### config.mk
export PLATFORM = sky130hd
export DESIGN_NAME = fp16_adder
export DESIGN_NICKNAME = d
export VERILOG_FILES = /design/src/fpadd_pkg.sv /design/src/fpadd_align.sv /design/src/fpadd_sig_path.sv /design/src/fpadd_pack.sv /design/src/fp16_adder.sv
export VERILOG_INCLUDE_DIRS = /design/src
export SDC_FILE = /design/constraint.sdc
export NUM_CORES = 1
export LEC_CHECK = 0
export ABC_AREA = 1
export BUFFER_PORTS_ARGS = -buffer_cell sky130_fd_sc_hd__buf_2
export CAP_MARGIN = 20
export CORE_MARGIN = 4
export CORE_UTILIZATION = 45
export CTS_BUF_LIST = sky130_fd_sc_hd__clkbuf_4
export CTS_CLUSTER_SIZE = 25
export DETAILED_ROUTE_END_ITERATION = 7
export PLACE_DENSITY = 0.65
export SYNTH_ARGS = -nofsm -noshare
export SYNTH_HDL_FRONTEND = slang
export SYNTH_SLANG_ARGS = --single-unit
### constraint.sdc
create_clock -name clk -period 6.1 [get_ports clk]
set_input_delay 0.915 -clock clk [delete_from_list [all_inputs] [get_ports clk]]
set_output_delay 0.915 -clock clk [all_outputs]
set_load 0.05 [all_outputs]
### src/fpadd_defines.svh
// width and limit macros of the half-precision adder, included by the package and each stage
`ifndef FPADD_DEFINES_SVH
`define FPADD_DEFINES_SVH

// stored format
`define FPADD_FP_WIDTH    16  // whole word, sign + exponent + fraction
`define FPADD_EXP_WIDTH   5   // stored exponent
`define FPADD_FRAC_WIDTH  10  // stored fraction, hidden one not included

// working widths inside the datapath
`define FPADD_EXP_X_WIDTH 6   // exponent plus one headroom bit for borrow / carry
`define FPADD_SIG_X_WIDTH 16  // 2 headroom zeros, hidden one, fraction, guard zeros
`define FPADD_GUARD_BITS  3   // zeros appended below the fraction

// exponent limits
`define FPADD_EXP_SAT     30  // largest finite exponent, carry saturates here
`define FPADD_EXP_SPECIAL 31  // all ones, inf / nan class

// hidden-one position inside the extended significand, derived from the above
`define FPADD_HID_POS     (`FPADD_FRAC_WIDTH + `FPADD_GUARD_BITS)

`endif

### src/fpadd_pkg.sv
// shared types of the half-precision adder, imported by every stage and by the top level
`include "fpadd_defines.svh"

package fpadd_pkg;

    // ieee half precision fields, msb first
    typedef struct packed {
        logic                          sign;  // 1 = negative
        logic [`FPADD_EXP_WIDTH-1:0]   exp;   // biased exponent
        logic [`FPADD_FRAC_WIDTH-1:0]  frac;  // fraction below the hidden one
    } fp16_t;

    // operand / result word, seen as raw bits or as fields
    typedef union packed {
        logic [`FPADD_FP_WIDTH-1:0]    raw;   // bus view
        fp16_t                         f;     // decoded view
    } fp16_u;

    // exponent with one headroom bit, msb flags a negative difference
    typedef logic [`FPADD_EXP_X_WIDTH-1:0] exp_x_t;

    // significand with headroom, hidden one and guard zeros
    typedef logic [`FPADD_SIG_X_WIDTH-1:0] sig_x_t;

endpackage

### src/fpadd_align.sv
// input stage of the fp16 adder: unpacks, compares and aligns both operands, then registers them
`timescale 1ns/1ps
`include "fpadd_defines.svh"

module fpadd_align import fpadd_pkg::*; (
    input  logic                          clk,
    input  logic                          rst_n,
    input  fp16_u                         fp_a,        // first operand
    input  fp16_u                         fp_b,        // second operand
    output sig_x_t                        sig_big,     // larger magnitude significand
    output sig_x_t                        sig_small,   // smaller significand, aligned to sig_big
    output logic                          eff_sub,     // signs differ, subtract
    output logic                          sign_res,    // sign of the result
    output exp_x_t                        exp_big,     // larger exponent
    output logic [1:0]                    special_in,  // [1] any exp all ones, [0] both exp zero
    output logic [`FPADD_FRAC_WIDTH-1:0]  frac_big     // fraction of larger-exponent operand
);

    exp_x_t                        exp_a;        // zero-extended exponents
    exp_x_t                        exp_b;
    exp_x_t                        dif_ab;       // exp_a - exp_b, msb set when negative
    exp_x_t                        dif_ba;       // exp_b - exp_a
    exp_x_t                        exp_dif;      // distance, always positive
    sig_x_t                        sig_a;        // extended significands with hidden one
    sig_x_t                        sig_b;
    sig_x_t                        sig_lo;       // smaller-exponent significand before shift
    sig_x_t                        sft_1;        // log shifter stages
    sig_x_t                        sft_2;
    sig_x_t                        sft_4;
    sig_x_t                        sft_8;
    sig_x_t                        sig_shf;      // aligned smaller significand
    logic                          a_exp_ge;     // exp_a >= exp_b
    logic                          exp_eq;       // exponents equal
    logic                          a_sig_ge;     // sig_a >= sig_b
    logic                          sig_eq;       // significands equal
    logic                          sub_d;        // next-state values of the stage register
    logic                          sign_d;
    logic [1:0]                    special_d;
    sig_x_t                        sig_big_d;
    sig_x_t                        sig_small_d;
    exp_x_t                        exp_big_d;
    logic [`FPADD_FRAC_WIDTH-1:0]  frac_big_d;

    // unpack, hidden one always set, exponent 0 treated like a normal number
    assign exp_a = {1'b0, fp_a.f.exp};
    assign exp_b = {1'b0, fp_b.f.exp};
    assign sig_a = {2'b00, 1'b1, fp_a.f.frac, {`FPADD_GUARD_BITS{1'b0}}};
    assign sig_b = {2'b00, 1'b1, fp_b.f.frac, {`FPADD_GUARD_BITS{1'b0}}};

    assign special_d[0] = ~|exp_a & ~|exp_b;  // both zero exponent
    assign special_d[1] = &fp_a.f.exp | &fp_b.f.exp;  // any all-ones exponent

    // exponent compare, subtract both ways
    assign dif_ab   = exp_a - exp_b;
    assign dif_ba   = exp_b - exp_a;
    assign a_exp_ge = ~dif_ab[`FPADD_EXP_X_WIDTH-1];
    assign exp_eq   = ~|dif_ab;
    assign exp_dif  = a_exp_ge ? dif_ab : dif_ba;

    // magnitude compare, only looked at when exponents are equal
    assign a_sig_ge = (sig_a >= sig_b);
    assign sig_eq   = (sig_a == sig_b);

    // right alignment of the smaller-exponent significand
    assign sig_lo  = a_exp_ge ? sig_b : sig_a;
    assign sft_1   = exp_dif[0] ? sig_lo >> 1 : sig_lo;
    assign sft_2   = exp_dif[1] ? sft_1 >> 2 : sft_1;
    assign sft_4   = exp_dif[2] ? sft_2 >> 4 : sft_2;
    assign sft_8   = exp_dif[3] ? sft_4 >> 8 : sft_4;
    assign sig_shf = (|exp_dif[`FPADD_EXP_X_WIDTH-1:4]) ? '0 : sft_8;  // 16 or more, all gone

    // equal exponents order by significand, else by exponent
    assign sig_big_d   = exp_eq ? (a_sig_ge ? sig_a : sig_b) : (a_exp_ge ? sig_a : sig_b);
    assign sig_small_d = exp_eq ? (a_sig_ge ? sig_b : sig_a) : sig_shf;
    assign exp_big_d   = a_exp_ge ? exp_a : exp_b;
    assign frac_big_d  = a_exp_ge ? fp_a.f.frac : fp_b.f.frac;
    assign sub_d       = fp_a.f.sign ^ fp_b.f.sign;

    // result sign
    always_comb begin
        if (!sub_d) begin
            sign_d = special_d[0] ? 1'b0 : fp_a.f.sign;  // two zero exponents give +
        end else if (exp_eq && sig_eq) begin
            sign_d = 1'b0;  // exact cancellation is +0
        end else if (exp_eq) begin
            sign_d = a_sig_ge ? fp_a.f.sign : fp_b.f.sign;
        end else begin
            sign_d = a_exp_ge ? fp_a.f.sign : fp_b.f.sign;
        end
    end

    // pipeline register, the only state in the adder
    always_ff @(posedge clk or negedge rst_n) begin
        if (!rst_n) begin
            sig_big    <= '0;
            sig_small  <= '0;
            eff_sub    <= 1'b0;
            sign_res   <= 1'b0;
            exp_big    <= '0;
            special_in <= '0;
            frac_big   <= '0;
        end else begin
            sig_big    <= sig_big_d;
            sig_small  <= sig_small_d;
            eff_sub    <= sub_d;
            sign_res   <= sign_d;
            exp_big    <= exp_big_d;
            special_in <= special_d;
            frac_big   <= frac_big_d;
        end
    end

endmodule

### src/fpadd_sig_path.sv
// significand stage of the fp16 adder: adds or subtracts the aligned significands and normalizes
`timescale 1ns/1ps
`include "fpadd_defines.svh"

module fpadd_sig_path import fpadd_pkg::*; (
    input  sig_x_t      sig_big,      // larger magnitude significand
    input  sig_x_t      sig_small,    // aligned smaller significand
    input  logic        eff_sub,      // subtract instead of add
    output sig_x_t      sig_norm,     // hidden one back at its position
    output logic        carry_shift,  // add overflowed, shifted right by one
    output logic [3:0]  lead_shift,   // left shift applied after a subtract
    output logic        sum_zero      // raw sum is zero
);

    localparam int HID_POS = `FPADD_HID_POS;  // bit 13

    sig_x_t      sig_sum;   // raw sum, never negative since big >= small
    logic [3:0]  lead_cnt;  // distance of the leading one below HID_POS
    sig_x_t      sft_1;     // left shifter stages
    sig_x_t      sft_2;
    sig_x_t      sft_4;
    sig_x_t      sft_8;
    sig_x_t      sig_add;   // normalized add result

    // significand add / subtract
    assign sig_sum  = eff_sub ? sig_big - sig_small : sig_big + sig_small;
    assign sum_zero = ~|sig_sum;

    // same-sign sum can only spill into the first headroom bit
    assign carry_shift = ~eff_sub & sig_sum[HID_POS+1];
    assign sig_add     = carry_shift ? sig_sum >> 1 : sig_sum;

    // leading one search, lowest bit first so the highest one wins
    always_comb begin
        lead_cnt = '0;
        for (int i = 0; i <= HID_POS; i++) begin
            if (sig_sum[i]) begin
                lead_cnt = 4'(HID_POS - i);
            end
        end
    end

    assign lead_shift = eff_sub ? lead_cnt : 4'd0;  // no left shift on the add path

    // left normalization, one stage per count bit
    assign sft_1 = lead_shift[0] ? sig_sum << 1 : sig_sum;
    assign sft_2 = lead_shift[1] ? sft_1 << 2 : sft_1;
    assign sft_4 = lead_shift[2] ? sft_2 << 4 : sft_2;
    assign sft_8 = lead_shift[3] ? sft_4 << 8 : sft_4;

    // pick the path for the effective operation
    always_comb begin
        if (eff_sub) begin
            sig_norm = sft_8;    // cancellation fixed up
        end else begin
            sig_norm = sig_add;  // at most one right shift
        end
    end

endmodule

### src/fpadd_pack.sv
// output stage of the fp16 adder: adjusts and saturates the exponent, then packs the result word
`timescale 1ns/1ps
`include "fpadd_defines.svh"

module fpadd_pack import fpadd_pkg::*; (
    input  exp_x_t                        exp_big,      // larger operand exponent
    input  logic                          sign_res,     // result sign from the input stage
    input  logic [1:0]                    special_in,   // [1] any exp all ones
    input  logic [`FPADD_FRAC_WIDTH-1:0]  frac_big,     // fraction passed through for exp 31
    input  sig_x_t                        sig_norm,     // normalized significand
    input  logic                          carry_shift,  // add path shifted right
    input  logic                          eff_sub,      // subtract path active
    input  logic [3:0]                    lead_shift,   // subtract path left shift
    input  logic                          sum_zero,     // zero significand sum
    output fp16_u                         fp_sum        // packed result
);

    localparam int HID_POS = `FPADD_HID_POS;

    exp_x_t  exp_inc;  // add path exponent before saturation
    logic    exp_ovf;  // exp 30 or 31 with a carry
    exp_x_t  exp_add;  // add path, saturated at 30
    exp_x_t  exp_dec;  // sub path, may go negative
    exp_x_t  exp_sub;  // sub path, clamped at 0
    exp_x_t  exp_adj;  // selected adjusted exponent
    fp16_t   res;      // result fields

    // add path, saturation decided from exp_big and the carry only
    assign exp_inc = exp_big + exp_x_t'(carry_shift);
    assign exp_ovf = &{exp_big[`FPADD_EXP_WIDTH-1:1], carry_shift};
    assign exp_add = exp_ovf ? exp_x_t'(`FPADD_EXP_SAT) : exp_inc;

    // subtract path, headroom msb is the borrow
    assign exp_dec = exp_big - exp_x_t'(lead_shift);
    assign exp_sub = exp_dec[`FPADD_EXP_X_WIDTH-1] ? '0 : exp_dec;

    assign exp_adj = eff_sub ? exp_sub : exp_add;

    // packing, all-ones input first, then zero sum
    always_comb begin
        res.sign = sign_res;
        if (special_in[1]) begin
            res.exp  = `FPADD_EXP_WIDTH'(`FPADD_EXP_SPECIAL);
            res.frac = frac_big;  // larger-exponent operand fraction kept
        end else if (sum_zero) begin
            res.exp  = '0;
            res.frac = sig_norm[HID_POS-1 -: `FPADD_FRAC_WIDTH];  // all zero here
        end else begin
            res.exp  = exp_adj[`FPADD_EXP_WIDTH-1:0];
            res.frac = sig_norm[HID_POS-1 -: `FPADD_FRAC_WIDTH];  // chop the guard bits
        end
    end

    assign fp_sum.f = res;

endmodule

### src/fp16_adder.sv
// top level of the pipelined fp16 adder/subtractor, one cycle from operands to fp_sum
`timescale 1ns/1ps
`include "fpadd_defines.svh"

module fp16_adder import fpadd_pkg::*; (
    input  logic   clk,
    input  logic   rst_n,
    input  fp16_u  fp_a,    // sampled every rising edge
    input  fp16_u  fp_b,
    output fp16_u  fp_sum   // result of the pair taken on the previous edge
);

    sig_x_t                        sig_big;      // registered, align to sig path
    sig_x_t                        sig_small;
    logic                          eff_sub;      // also used by pack
    logic                          sign_res;     // registered, align to pack
    exp_x_t                        exp_big;
    logic [1:0]                    special_in;
    logic [`FPADD_FRAC_WIDTH-1:0]  frac_big;
    sig_x_t                        sig_norm;     // combinational, sig path to pack
    logic                          carry_shift;
    logic [3:0]                    lead_shift;
    logic                          sum_zero;

    fpadd_align i_align (
        .clk        (clk),
        .rst_n      (rst_n),
        .fp_a       (fp_a),
        .fp_b       (fp_b),
        .sig_big    (sig_big),
        .sig_small  (sig_small),
        .eff_sub    (eff_sub),
        .sign_res   (sign_res),
        .exp_big    (exp_big),
        .special_in (special_in),
        .frac_big   (frac_big)
    );

    fpadd_sig_path i_sig_path (
        .sig_big     (sig_big),
        .sig_small   (sig_small),
        .eff_sub     (eff_sub),
        .sig_norm    (sig_norm),
        .carry_shift (carry_shift),
        .lead_shift  (lead_shift),
        .sum_zero    (sum_zero)
    );

    fpadd_pack i_pack (
        .exp_big     (exp_big),
        .sign_res    (sign_res),
        .special_in  (special_in),
        .frac_big    (frac_big),
        .sig_norm    (sig_norm),
        .carry_shift (carry_shift),
        .eff_sub     (eff_sub),
        .lead_shift  (lead_shift),
        .sum_zero    (sum_zero),
        .fp_sum      (fp_sum)
    );

endmodule

-- After elaboration in Yosys (flattened, before gate mapping)
Index checks and enable logic that the tools add are counted.
W data, S select, Z words.
- bits in latches: 0
- ROM bits: 0
- input port bits: 34
- bits in registers: 51
- bits in writable memories: 0
- memories kept: 0
- logic and storage cells: 79
- output and inout bits: 16
- shift-type cells: 0
- div/mod/pow operators: 0
- multiply operators: 0
- reduce and logical (&&, ||, !) cells: 12
- bitwise operators: 5
- multiplexer cells: 47
- order comparisons: 1
- add/sub/neg operators: 6
- equal/unequal tests: 1
- operator list (operator ; count):
    $mux W13 ; 10
    $mux W16 ; 8
    $mux W4 ; 15
    $mux W15 ; 2
    $mux W5 ; 4
    $add A16 B16 Y16 ; 1
    $reduce_or A16 Y1 ; 1
    $sub A16 B16 Y16 ; 1
    $reduce_and A5 Y1 ; 3
    $ge A14 B14 Y1 ; 1
    $sub A5 B5 Y6 ; 2
    $eq A10 B10 Y1 ; 1
    $mux W10 ; 1
    $reduce_or A5 Y1 ; 2
    $mux W1 ; 6
    $mux W6 ; 1
    $reduce_or A6 Y1 ; 1
    $sub A5 B4 Y6 ; 1
    $add A5 B1 Y5 ; 1
    $logic_not A1 Y1 ; 3
    $and A1 B1 Y1 ; 2
    $reduce_or A2 Y1 ; 1
    $logic_and A1 B1 Y1 ; 1
    $not A1 Y1 ; 1
    other kinds (2) ; 2

-- Longest topological paths before layout
Gate-level depths: netlist of the first run.
- word-level depth: 24
- gate-level depth with buffers: 34

-- By module
From an unflattened synthesis of the first run, not the netlist that was laid out.
- cells, all modules: 1008
- area, all modules: 6212.2 µm²
- by module, submodules not included (module ; cells an instance ; instances ; area an instance (µm²)):
    fpadd_align ; 478 ; 1 ; 3385.7
    fpadd_sig_path ; 414 ; 1 ; 2257.2
    fpadd_pack ; 116 ; 1 ; 569.3

-- Worst setup path after synthesis of the first run
Ideal clock, no wire load.
- path type: register to output
- start: register i_align.eff_sub
- end: output port fp_sum[10] (netlist bit)
- buffers on the path: 3
- cell stages (with the launch flop): 34
- data required time: 5185 ps
- data arrival time: 5250 ps
- path slack: -65 ps
- cell sequence: dfrtp_1 clkbuf_1 clkbuf_1 a21oi_1 xor2_1 inv_1 ha_1 inv_1 o21ai_0 inv_1 nor2_1 nor2_1 nand2_2 nand2_1 o211ai_2 xnor2_2 inv_2 nor2_2 nand2_1 nor2_2 inv_2 nor2_8 inv_2 buf_6 ha_1 nand3_1 and2_1 nor2_1 nor3_1 inv_1 nand2_1 o21ai_0 nand2_1 o21ai_0
- RTL lines (what ; line ; text):
    start: declaration ; fpadd_align.sv:12 ; output logic eff_sub,
    start signal: assignment ; fpadd_align.sv:105 ; eff_sub <= sub_d;
    end: declaration ; fp16_adder.sv:10 ; output fp16_u fp_sum

==> results of run 1 <==
through the flow:
step / hold WS [ns] / std cells / worst slack, ns
floorplan: 0.619 / 865 / 0.314
global placement: 1.08 / 1038 / 0.447
detailed placement: 1.08 / 1038 / 0.319
CTS: 0.664 / 1046 / 0.00389
global route: 0.692 / 1058 / -0.0232
finish: 0.643 / 1058 / 0.324
registers in the layout (all words and copies together), names as in the netlist:
name,cells
i_align.sig_small,14
i_align.sig_big,11
i_align.frac_big,10
i_align.exp_big,5
i_align.eff_sub,1
i_align.sign_res,1
i_align.special_in,1
metal layers:
metal | GRT usage | wire length [µm]
met4 | 0.0769 | 458
met5 | 0 | 0
met2 | 0.356 | 7030
met3 | 0.0178 | 690
met1 | 0.286 | 6920
critical path, delay by kind of cell (launching register included):
family	cells	cell delay [ns]
XOR/XNOR	2	0.42
flip-flops	1	0.44
adder cells (fa/ha/maj)	3	0.77
AO/OA/AOI/OAI	4	0.49
AND/OR/NAND/NOR	15	1.62
buffers and inverters	8	0.78
Yosys cell counts, drive strengths merged, types with 6 or more instances:
library cell,n,area [µm²]
nand2,200,768
inv,140,526
o21ai,101,509
nor2,66,287
nand3,64,335
a21oi,55,275
dfrtp,43,1080
ha,42,526
clkbuf,20,75.1
o211ai,17,133
xor2,16,155
buf,11,71.3
o21a,11,82.6
xnor2,11,104
nor3,10,60.1
o22ai,10,62.6
nand4,9,62.6
a31oi,6,37.5
worst max-delay path by stage:
stage                          from  depth (start not counted)  slack [ns]         end
3_3_place_gp   i_align.sig_small[0]                         32        0.45  fp_sum[13]
2_1_floorplan       i_align.eff_sub                         33        0.31  fp_sum[10]
4_1_cts        i_align.sig_small[0]                         32       0.004  fp_sum[13]
5_1_grt        i_align.sig_small[0]                         32       -0.02  fp_sum[13]
6_report       i_align.sig_small[0]                         32        0.32  fp_sum[10]
3_5_place_dp   i_align.sig_small[0]                         32        0.32  fp_sum[13]
repair_timing:
action | CTS | global route
buffers inserted | 0 | 11
pin swaps | 0 | 8
gates resized for setup | 3 | 40
endpoints found under the setup margin | 2 | 13
final cells by class:
cell class / count / area, µm²
fillers: 1194 / 5440
multi-input cells: 646 / 3820
flip-flops and latches: 43 / 1080
inverters: 145 / 547
repair buffers: 72 / 437
well taps: 143 / 179
clock inverters: 3 / 67.6
clock buffers: 5 / 37.5
diodes: 1 / 2.50
cells by family after synthesis:
group	synth area share
simple gates	0.292
fa+ha+maj	0.108
mux	0.00185
compound gates	0.223
other cells	0.000693
xor+xnor	0.0479
flops	0.199
buf+inv	0.128
==> flow_metrics.tcl, run 1 <==
set metrics [dict create \
    status "complete, no violations" \
    cp_max_fo 8 \
    num_io_pins 50 \
    ys_ff_latch 43 \
    grt_overflow 0 \
    core_area_mm2 0.0116 \
    grt_pass1_vias 5303 \
    num_rows 39 \
    die-area_mm2 0.0138 \
    dp_hpwl_um 12200 \
    cts_sinks 43 \
    drt_iter0_markers 507 \
    final_common_cell "nand2_1" \
    routedWlPerCell_um 14.3 \
    clock_path_buffers 2 \
    grtUsageTotal 0.212 \
    fin_util 0.531 \
    synthFlopType "dfrtp_1" \
    vias 5697 \
    tns_ns 0 \
    synth_cell_types 52 \
    finalHoldViolCount 0 \
    synth_edf_count 0 \
    layout-drive-gt1-share 0.158 \
    cp_data_arrival_time_ns 4.86 \
    syn_inst 865 \
    viasPerCell 5.38 \
    crit_path_end_kind "primary output" \
    cts_made_buffers 5 \
    placed_cell_area_mm2 0.00579 \
    antenna_found_initial 1 \
    die_y_um 118 \
    place_congestion 0.981 \
    relSlewSlack 0.423 \
    start_util 0.466 \
    drc_errors 0 \
    grt_max_degree 58 \
    synthArstFlopShare 1.00 \
    mostFrequentLayoutCells "192 x nand2_1, 127 x inv_1, 88 x o21ai_0, 60 x nand3_1, 57 x nor2_1" \
    finalCritPeriodShare 0.947 \
    crit_top_cell "nand2_1" \
    final_area_mm2 0.00617 \
    postRouteAntennaNets 0 \
    max_freq_mhz 173 \
    slowest_stage "dfrtp_1" \
    syn_area_mm2 0.00541 \
    fp.dieW_um 118 \
    syn_to_final_growth_pct 14.1 \
    syn_avg_cell_area_um2 6.25 \
    hold_class "in -> async" \
    worst-setup-path-type "reg -> out" \
    start_kind "register" \
    cap_viol_max_count 0 \
    cts_tree "yes" \
    path_clk_slew_ns 0.13 \
    worst_pin_slew_ns 0.865 \
    clockRootBuffer "clkbuf_4" \
    drtPass1Iterations 6 \
    synth_seq_area_share 0.199 \
    fin_nets 992 \
    final_max_slew_viol_count 0 \
    synth_fp_nets 944 \
    grt_pass1_wl_um 24900 \
    h-tree-depth 2 \
    routed_wl_um 15100 \
    io_buffer_count 49 \
    finalCriticalPeriod_ns 5.78 \
    cp.required_ns 5.18 \
    slowest_delay_ns 0.44 \
    cts_hold_buf 0 \
    finalSetupViolCount 0 \
    yosys_warnings 0 \
]
Power of run 1 is not shown: default switching activity piles up to over one toggle a cycle in this logic, so the estimate is an artifact.
==> inputs of run 2 (changes only) <==
--- a/config.mk
+++ b/config.mk
@@ -14,6 +14,7 @@
 export CTS_BUF_LIST = sky130_fd_sc_hd__clkbuf_4
 export CTS_CLUSTER_SIZE = 25
 export DETAILED_ROUTE_END_ITERATION = 7
+export MAX_ROUTING_LAYER = met4
 export PLACE_DENSITY = 0.65
 export SYNTH_ARGS = -nofsm -noshare
 export SYNTH_HDL_FRONTEND = slang
==> run 2 against run 1 <==
  * Via count down 0.42%
  * Non-clock buffer count fell by 2
  * Setup slack improved by 0.011 ns
  * Utilization decreased by 0.31 points
  * Global-route usage is 0.78 points higher
  * Count of clock-buffer cells in the layout unchanged
  * Die area unchanged
  * Worst hold slack gained 0.011 ns
  * Final cell count is 0.28% lower
  * Critical path depth is the same
  * Critical path type unchanged
==> flow_metrics.tcl, run 2 (synthesis gave the netlist of run 1 again) <==
set metrics [dict create \
    status "complete, no violations" \
    final_common_cell "nand2_1" \
    relSlewSlack 0.423 \
    leakage_nw 3.18 \
    vias 5673 \
    grt_pass1_vias 5273 \
    finalSetupViolCount 0 \
    slowest_delay_ns 0.41 \
    p_per_area_mw_per_mm2 601 \
    crit_top_cell "nand2_1" \
    h-tree-depth 2 \
    cap_viol_max_count 0 \
    drt_iter0_markers 463 \
    core_area_mm2 0.0116 \
    clock_path_buffers 2 \
    antenna_found_initial 0 \
    cts_made_buffers 5 \
    antennaDiodeCount 0 \
    largest_reg_flops 14 \
    die-area_mm2 0.0138 \
    slowest_stage "dfrtp_1" \
    place_congestion 0.979 \
    syn_to_final_growth_pct 13.4 \
    top_regs "i_align.sig_small: 14 flops, i_align.sig_big: 11 flops, i_align.frac_big: 10 flops" \
    largest_register "i_align.sig_small" \
    io_buffer_count 49 \
    final_max_slew_viol_count 0 \
    finalCriticalPeriod_ns 5.76 \
    grtUsageTotal 0.220 \
    start_kind "register" \
    grt_overflow 0 \
    cp.required_ns 5.18 \
    grt_max_degree 58 \
    tns_ns 0 \
    num_rows 39 \
    max_freq_mhz 173 \
    layout-drive-gt1-share 0.156 \
    fin_nets 990 \
    start_util 0.466 \
    cp_max_fo 7 \
    num_io_pins 50 \
    mostFrequentLayoutCells "192 x nand2_1, 128 x inv_1, 89 x o21ai_0, 60 x nand3_1, 57 x nor2_1" \
    crit_path_end_kind "primary output" \
    drtPass1Iterations 6 \
    setup_slack_ns 0.335 \
    hold_class "in -> async" \
    finalCritPeriodShare 0.945 \
    dp_hpwl_um 12300 \
    die_y_um 118 \
    path_clk_slew_ns 0.12 \
    viasPerCell 5.38 \
    routed_wl_um 15100 \
    postRouteAntennaNets 0 \
    cts_sinks 43 \
    cts_tree "yes" \
    grt_pass1_wl_um 25100 \
    clockRootBuffer "clkbuf_4" \
    cp_data_arrival_time_ns 4.85 \
    worst_pin_slew_ns 0.866 \
    finalHoldViolCount 0 \
    worst-setup-path-type "reg -> out" \
    num-fill-cells 1191 \
    drc_errors 0 \
    fp.dieW_um 118 \
    ir_drop_mv 0.266 \
    dp_slack_ns 0.294 \
    routedWlPerCell_um 14.3 \
]
## run 2: cell count changes in the layout (fill, tap and decap cells not counted), moves of 2 or more
cell,previous run,this run
a21oi_1,53,51
buf_4,23,21
xor2_1,12,14
a21oi_2,2,4
xor2_2,3,1
## run 2: cell type report
class                   instances  area, µm²  area share
clock buffers                   5       37.5     0.00612
clock inverters                 3       43.8     0.00714
inverters                     145        547      0.0891
multi-input cells             646       3830       0.624
flip-flops and latches         43       1080       0.176
well taps                     143        179      0.0292
repair buffers                 70        422      0.0687
## run 2: worst max-delay path, delay by kind of cell, from the launching register on
kind	cells	cell delay [ns]
AO/OA/AOI/OAI	3	0.55
XOR/XNOR	2	0.38
adder cells (fa/ha/maj)	3	0.83
buffers and inverters	8	0.75
flip-flops	1	0.41
AND/OR/NAND/NOR	16	1.59
## run 2: per-stage QoR
step                      hold slack, ns  area [µm²]  utilization  total power, W  instances
after floorplan                    0.619        5410            -         0.00267        865
after global placement              1.08        5790        0.498         0.00330       1038
after detailed placement            1.07        5790        0.498         0.00328       1038
after CTS                          0.651        5870        0.506         0.00347       1046
after global routing               0.714        6130        0.528         0.00404       1055
final                              0.654        6130        0.528         0.00369       1055
## run 2: path summary, 6_finish.rpt
| check | from | end | slack, ns |
|---|---|---|---|
| worst max-delay path | i_align.sig_small[1] | fp_sum[13] | 0.34 |
| worst min-delay path | rst_n | i_align.frac_big[8] | 0.65 |
| max in group asynchronous | rst_n | i_align.eff_sub | 4.84 |
| min in group clk | fp_b[15] | i_align.eff_sub | 0.81 |
## run 2: power breakdown
group / switching, W / total [W] / internal (W)
Combinational: 0.00213 / 0.00315 / 0.00102
Clock: 0.0000874 / 0.000174 / 0.0000862
Sequential: 0.0000387 / 0.000365 / 0.000326
Total: 0.00225 / 0.00369 / 0.00143
## run 2: metal layers
metal	global-route usage	wire, µm	vias up
met5	-	0	-
met4	0.0864	529	0
met3	0.0120	629	47
met2	0.357	6950	180
met1	0.290	6990	2518
li1	-	-	2928
## run 2: repair_timing
item | CTS | global route
resized for setup | 3 | 40
endpoints found under the setup margin | 3 | 9
buffers inserted | 0 | 9
pin swaps | 0 | 10
hold buffers | 0 | 0
(Power assumes the default switching activity.)
==> inputs of run 3 (changes only) <==
--- a/config.mk
+++ b/config.mk
@@ -18,4 +18,5 @@
 export PLACE_DENSITY = 0.65
 export SYNTH_ARGS = -nofsm -noshare
 export SYNTH_HDL_FRONTEND = slang
+export SYNTH_HIERARCHICAL = 1
 export SYNTH_SLANG_ARGS = --single-unit
==> run 3 against run 2 <==
  * Combinational power increased by 3%
  * Largest cell class unchanged
  * Global-route usage increased by 0.70 points
  * Utilization decreased by 3.7 points
  * Final cell count increased by 13%
  * Largest power group unchanged
  * Area after synthesis increased by 12%
  * Die area increased by 11%
  * Flip-flop and latch count unchanged
  * Clock power decreased by 34%
==> flow_metrics.tcl, run 3 <==
set metrics [dict create \
    p_clk_frac 0.031 \
    num_rows 42 \
    clockRootBuffer "clkbuf_4" \
    h-tree-depth 2 \
    cts_tree "yes" \
    max_freq_mhz 176 \
    p_sw_frac 0.634 \
    syn_inst 984 \
    hold_class "in -> async" \
    layout-drive-gt1-share 0.139 \
    finalHoldViolCount 0 \
    fin_nets 1096 \
    status "complete, no violations" \
    clock_path_buffers 2 \
    syn_area_mm2 0.00607 \
    vias 6290 \
    setup_slack_ns 0.422 \
    largest_reg_flops 14 \
    io_buffer_count 49 \
    cp_data_arrival_time_ns 4.76 \
    core_area_mm2 0.0132 \
    grtUsageTotal 0.227 \
    cts_hold_buf 0 \
    p_int_w 0.00136 \
    drtPass1Iterations 5 \
    yosys_warnings 6 \
    p_comb_frac 0.871 \
    crit_top_cell "nand2_1" \
    finalCriticalPeriod_ns 5.68 \
    dp_hpwl_um 13800 \
    routed.top_layer "met4" \
    start_kind "register" \
    cts_sinks 43 \
    path_clk_slew_ns 0.11 \
    grt_max_degree 49 \
    worst-setup-path-type "reg -> out" \
    die-area_mm2 0.0154 \
    wl_met3_um 869 \
    start_util 0.458 \
    dp_slack_ns 0.414 \
    drc_errors 0 \
    worst_pin_slew_ns 0.859 \
    finalCritPeriodShare 0.931 \
    num-fill-cells 1481 \
    grt_overflow 0 \
    leakage_nw 3.58 \
    power_switching_w 0.00235 \
    slowest_delay_ns 0.41 \
    antenna_found_initial 0 \
    dr_wl_met2_um 7830 \
    largest_register "i_align/sig_small" \
    final_common_cell "nand2_1" \
    final_max_slew_viol_count 0 \
    grt_pass1_wl_um 27200 \
    cts_made_buffers 5 \
    grt_pass1_vias 5698 \
    num_io_pins 50 \
    p_per_area_mw_per_mm2 571 \
    whs_ns 0.680 \
    cap_viol_max_count 0 \
    relSlewSlack 0.427 \
    drt_iter0_markers 521 \
    syn_avg_cell_area_um2 6.17 \
    postRouteAntennaNets 0 \
    seqPwrFrac 0.098 \
    fp.dieW_um 124 \
    finalSetupViolCount 0 \
    cp_max_fo 18 \
    place_congestion 0.944 \
    routed_wl_um 16900 \
    viasPerCell 5.27 \
    top_regs "i_align/sig_small: 14 flops, i_align/sig_big: 11 flops, i_align/frac_big: 10 flops" \
    crit_path_end_kind "primary output" \
    cp.required_ns 5.18 \
    ir_drop_mv 0.482 \
    die_y_um 124 \
    routedWlPerCell_um 14.1 \
    mostFrequentLayoutCells "279 x nand2_1, 134 x nand3_1, 130 x inv_1, 47 x o21ai_0, 45 x nor2_1" \
    syn_to_final_growth_pct 7.15 \
    slowest_stage "fa_1" \
    routedLengthMet1_um 7620 \
]
-- run 3: repair_timing --
item | 4_1_cts | 5_1_grt
gates resized for setup | 1 | 17
setup endpoints to repair | 1 | 9
pin swaps | 0 | 2
hold endpoints to repair | 0 | 0
buffers inserted | 0 | 8
-- run 3: critical path, delay by kind of cell, from the launching register on --
family,cells,cell delay [ns]
AOI/OAI and AO/OA,4,0.64
DFF,1,0.40
buffers and inverters,6,0.56
adders and majority gates,4,1.06
xor gates and xnor gates,1,0.17
and+or+nand+nor,16,1.59
-- run 3: worst max-delay path by stage --
stage / startpoint / to / slack (ns) / cells after the start
floorplan: i_align/eff_sub / fp_sum[14] / 0.95 / 26
global placement: i_align/sig_small[0] / fp_sum[10] / 0.50 / 32
detailed placement: i_align/sig_small[0] / fp_sum[11] / 0.41 / 32
CTS: i_align/sig_small[0] / fp_sum[11] / 0.03 / 32
global route: i_align/sig_small[0] / fp_sum[11] / -0.009 / 31
finish: i_align/sig_small[0] / fp_sum[14] / 0.42 / 31
-- run 3: power groups by stage --
stage | registers [W] | logic [W] | clock network (W)
3_5_place_dp | 0.000369 | 0.00310 | 0
4_1_cts | 0.000363 | 0.00311 | 0.000124
6_report | 0.000364 | 0.00323 | 0.000115
3_3_place_gp | 0.000368 | 0.00311 | 0
2_1_floorplan | 0.000355 | 0.00248 | 0
5_1_grt | 0.000371 | 0.00356 | 0.000135
-- run 3: layout make-up --
type,instances,area (µm²),area share
diodes,1,2.50,0.000385
inverters,144,548,0.0843
flip-flops and latches,43,1080,0.165
clock inverters,2,8.76,0.00135
well taps,176,220,0.0339
multi-input cells,760,4250,0.654
clock buffers,5,37.5,0.00577
repair buffers,62,359,0.0552
-- run 3: stage by stage --
step	instances	instance area (µm²)	util	total power [W]	TNS [ns]
finish	1193	6500	0.491	0.00371	0
global route	1192	6500	0.491	0.00406	-0.0151
CTS	1184	6380	0.482	0.00360	0
detailed placement	1177	6330	0.478	0.00347	0
global placement	1177	6330	0.478	0.00348	0
floorplan	991	6100	-	0.00284	0
-- run 3: per-layer routing --
layer / up-vias / global-route usage
li1: 3245 / -
met1: 2790 / 0.302
met2: 210 / 0.365
met3: 45 / 0.00908
met4: 0 / 0.0924
met5: - / -
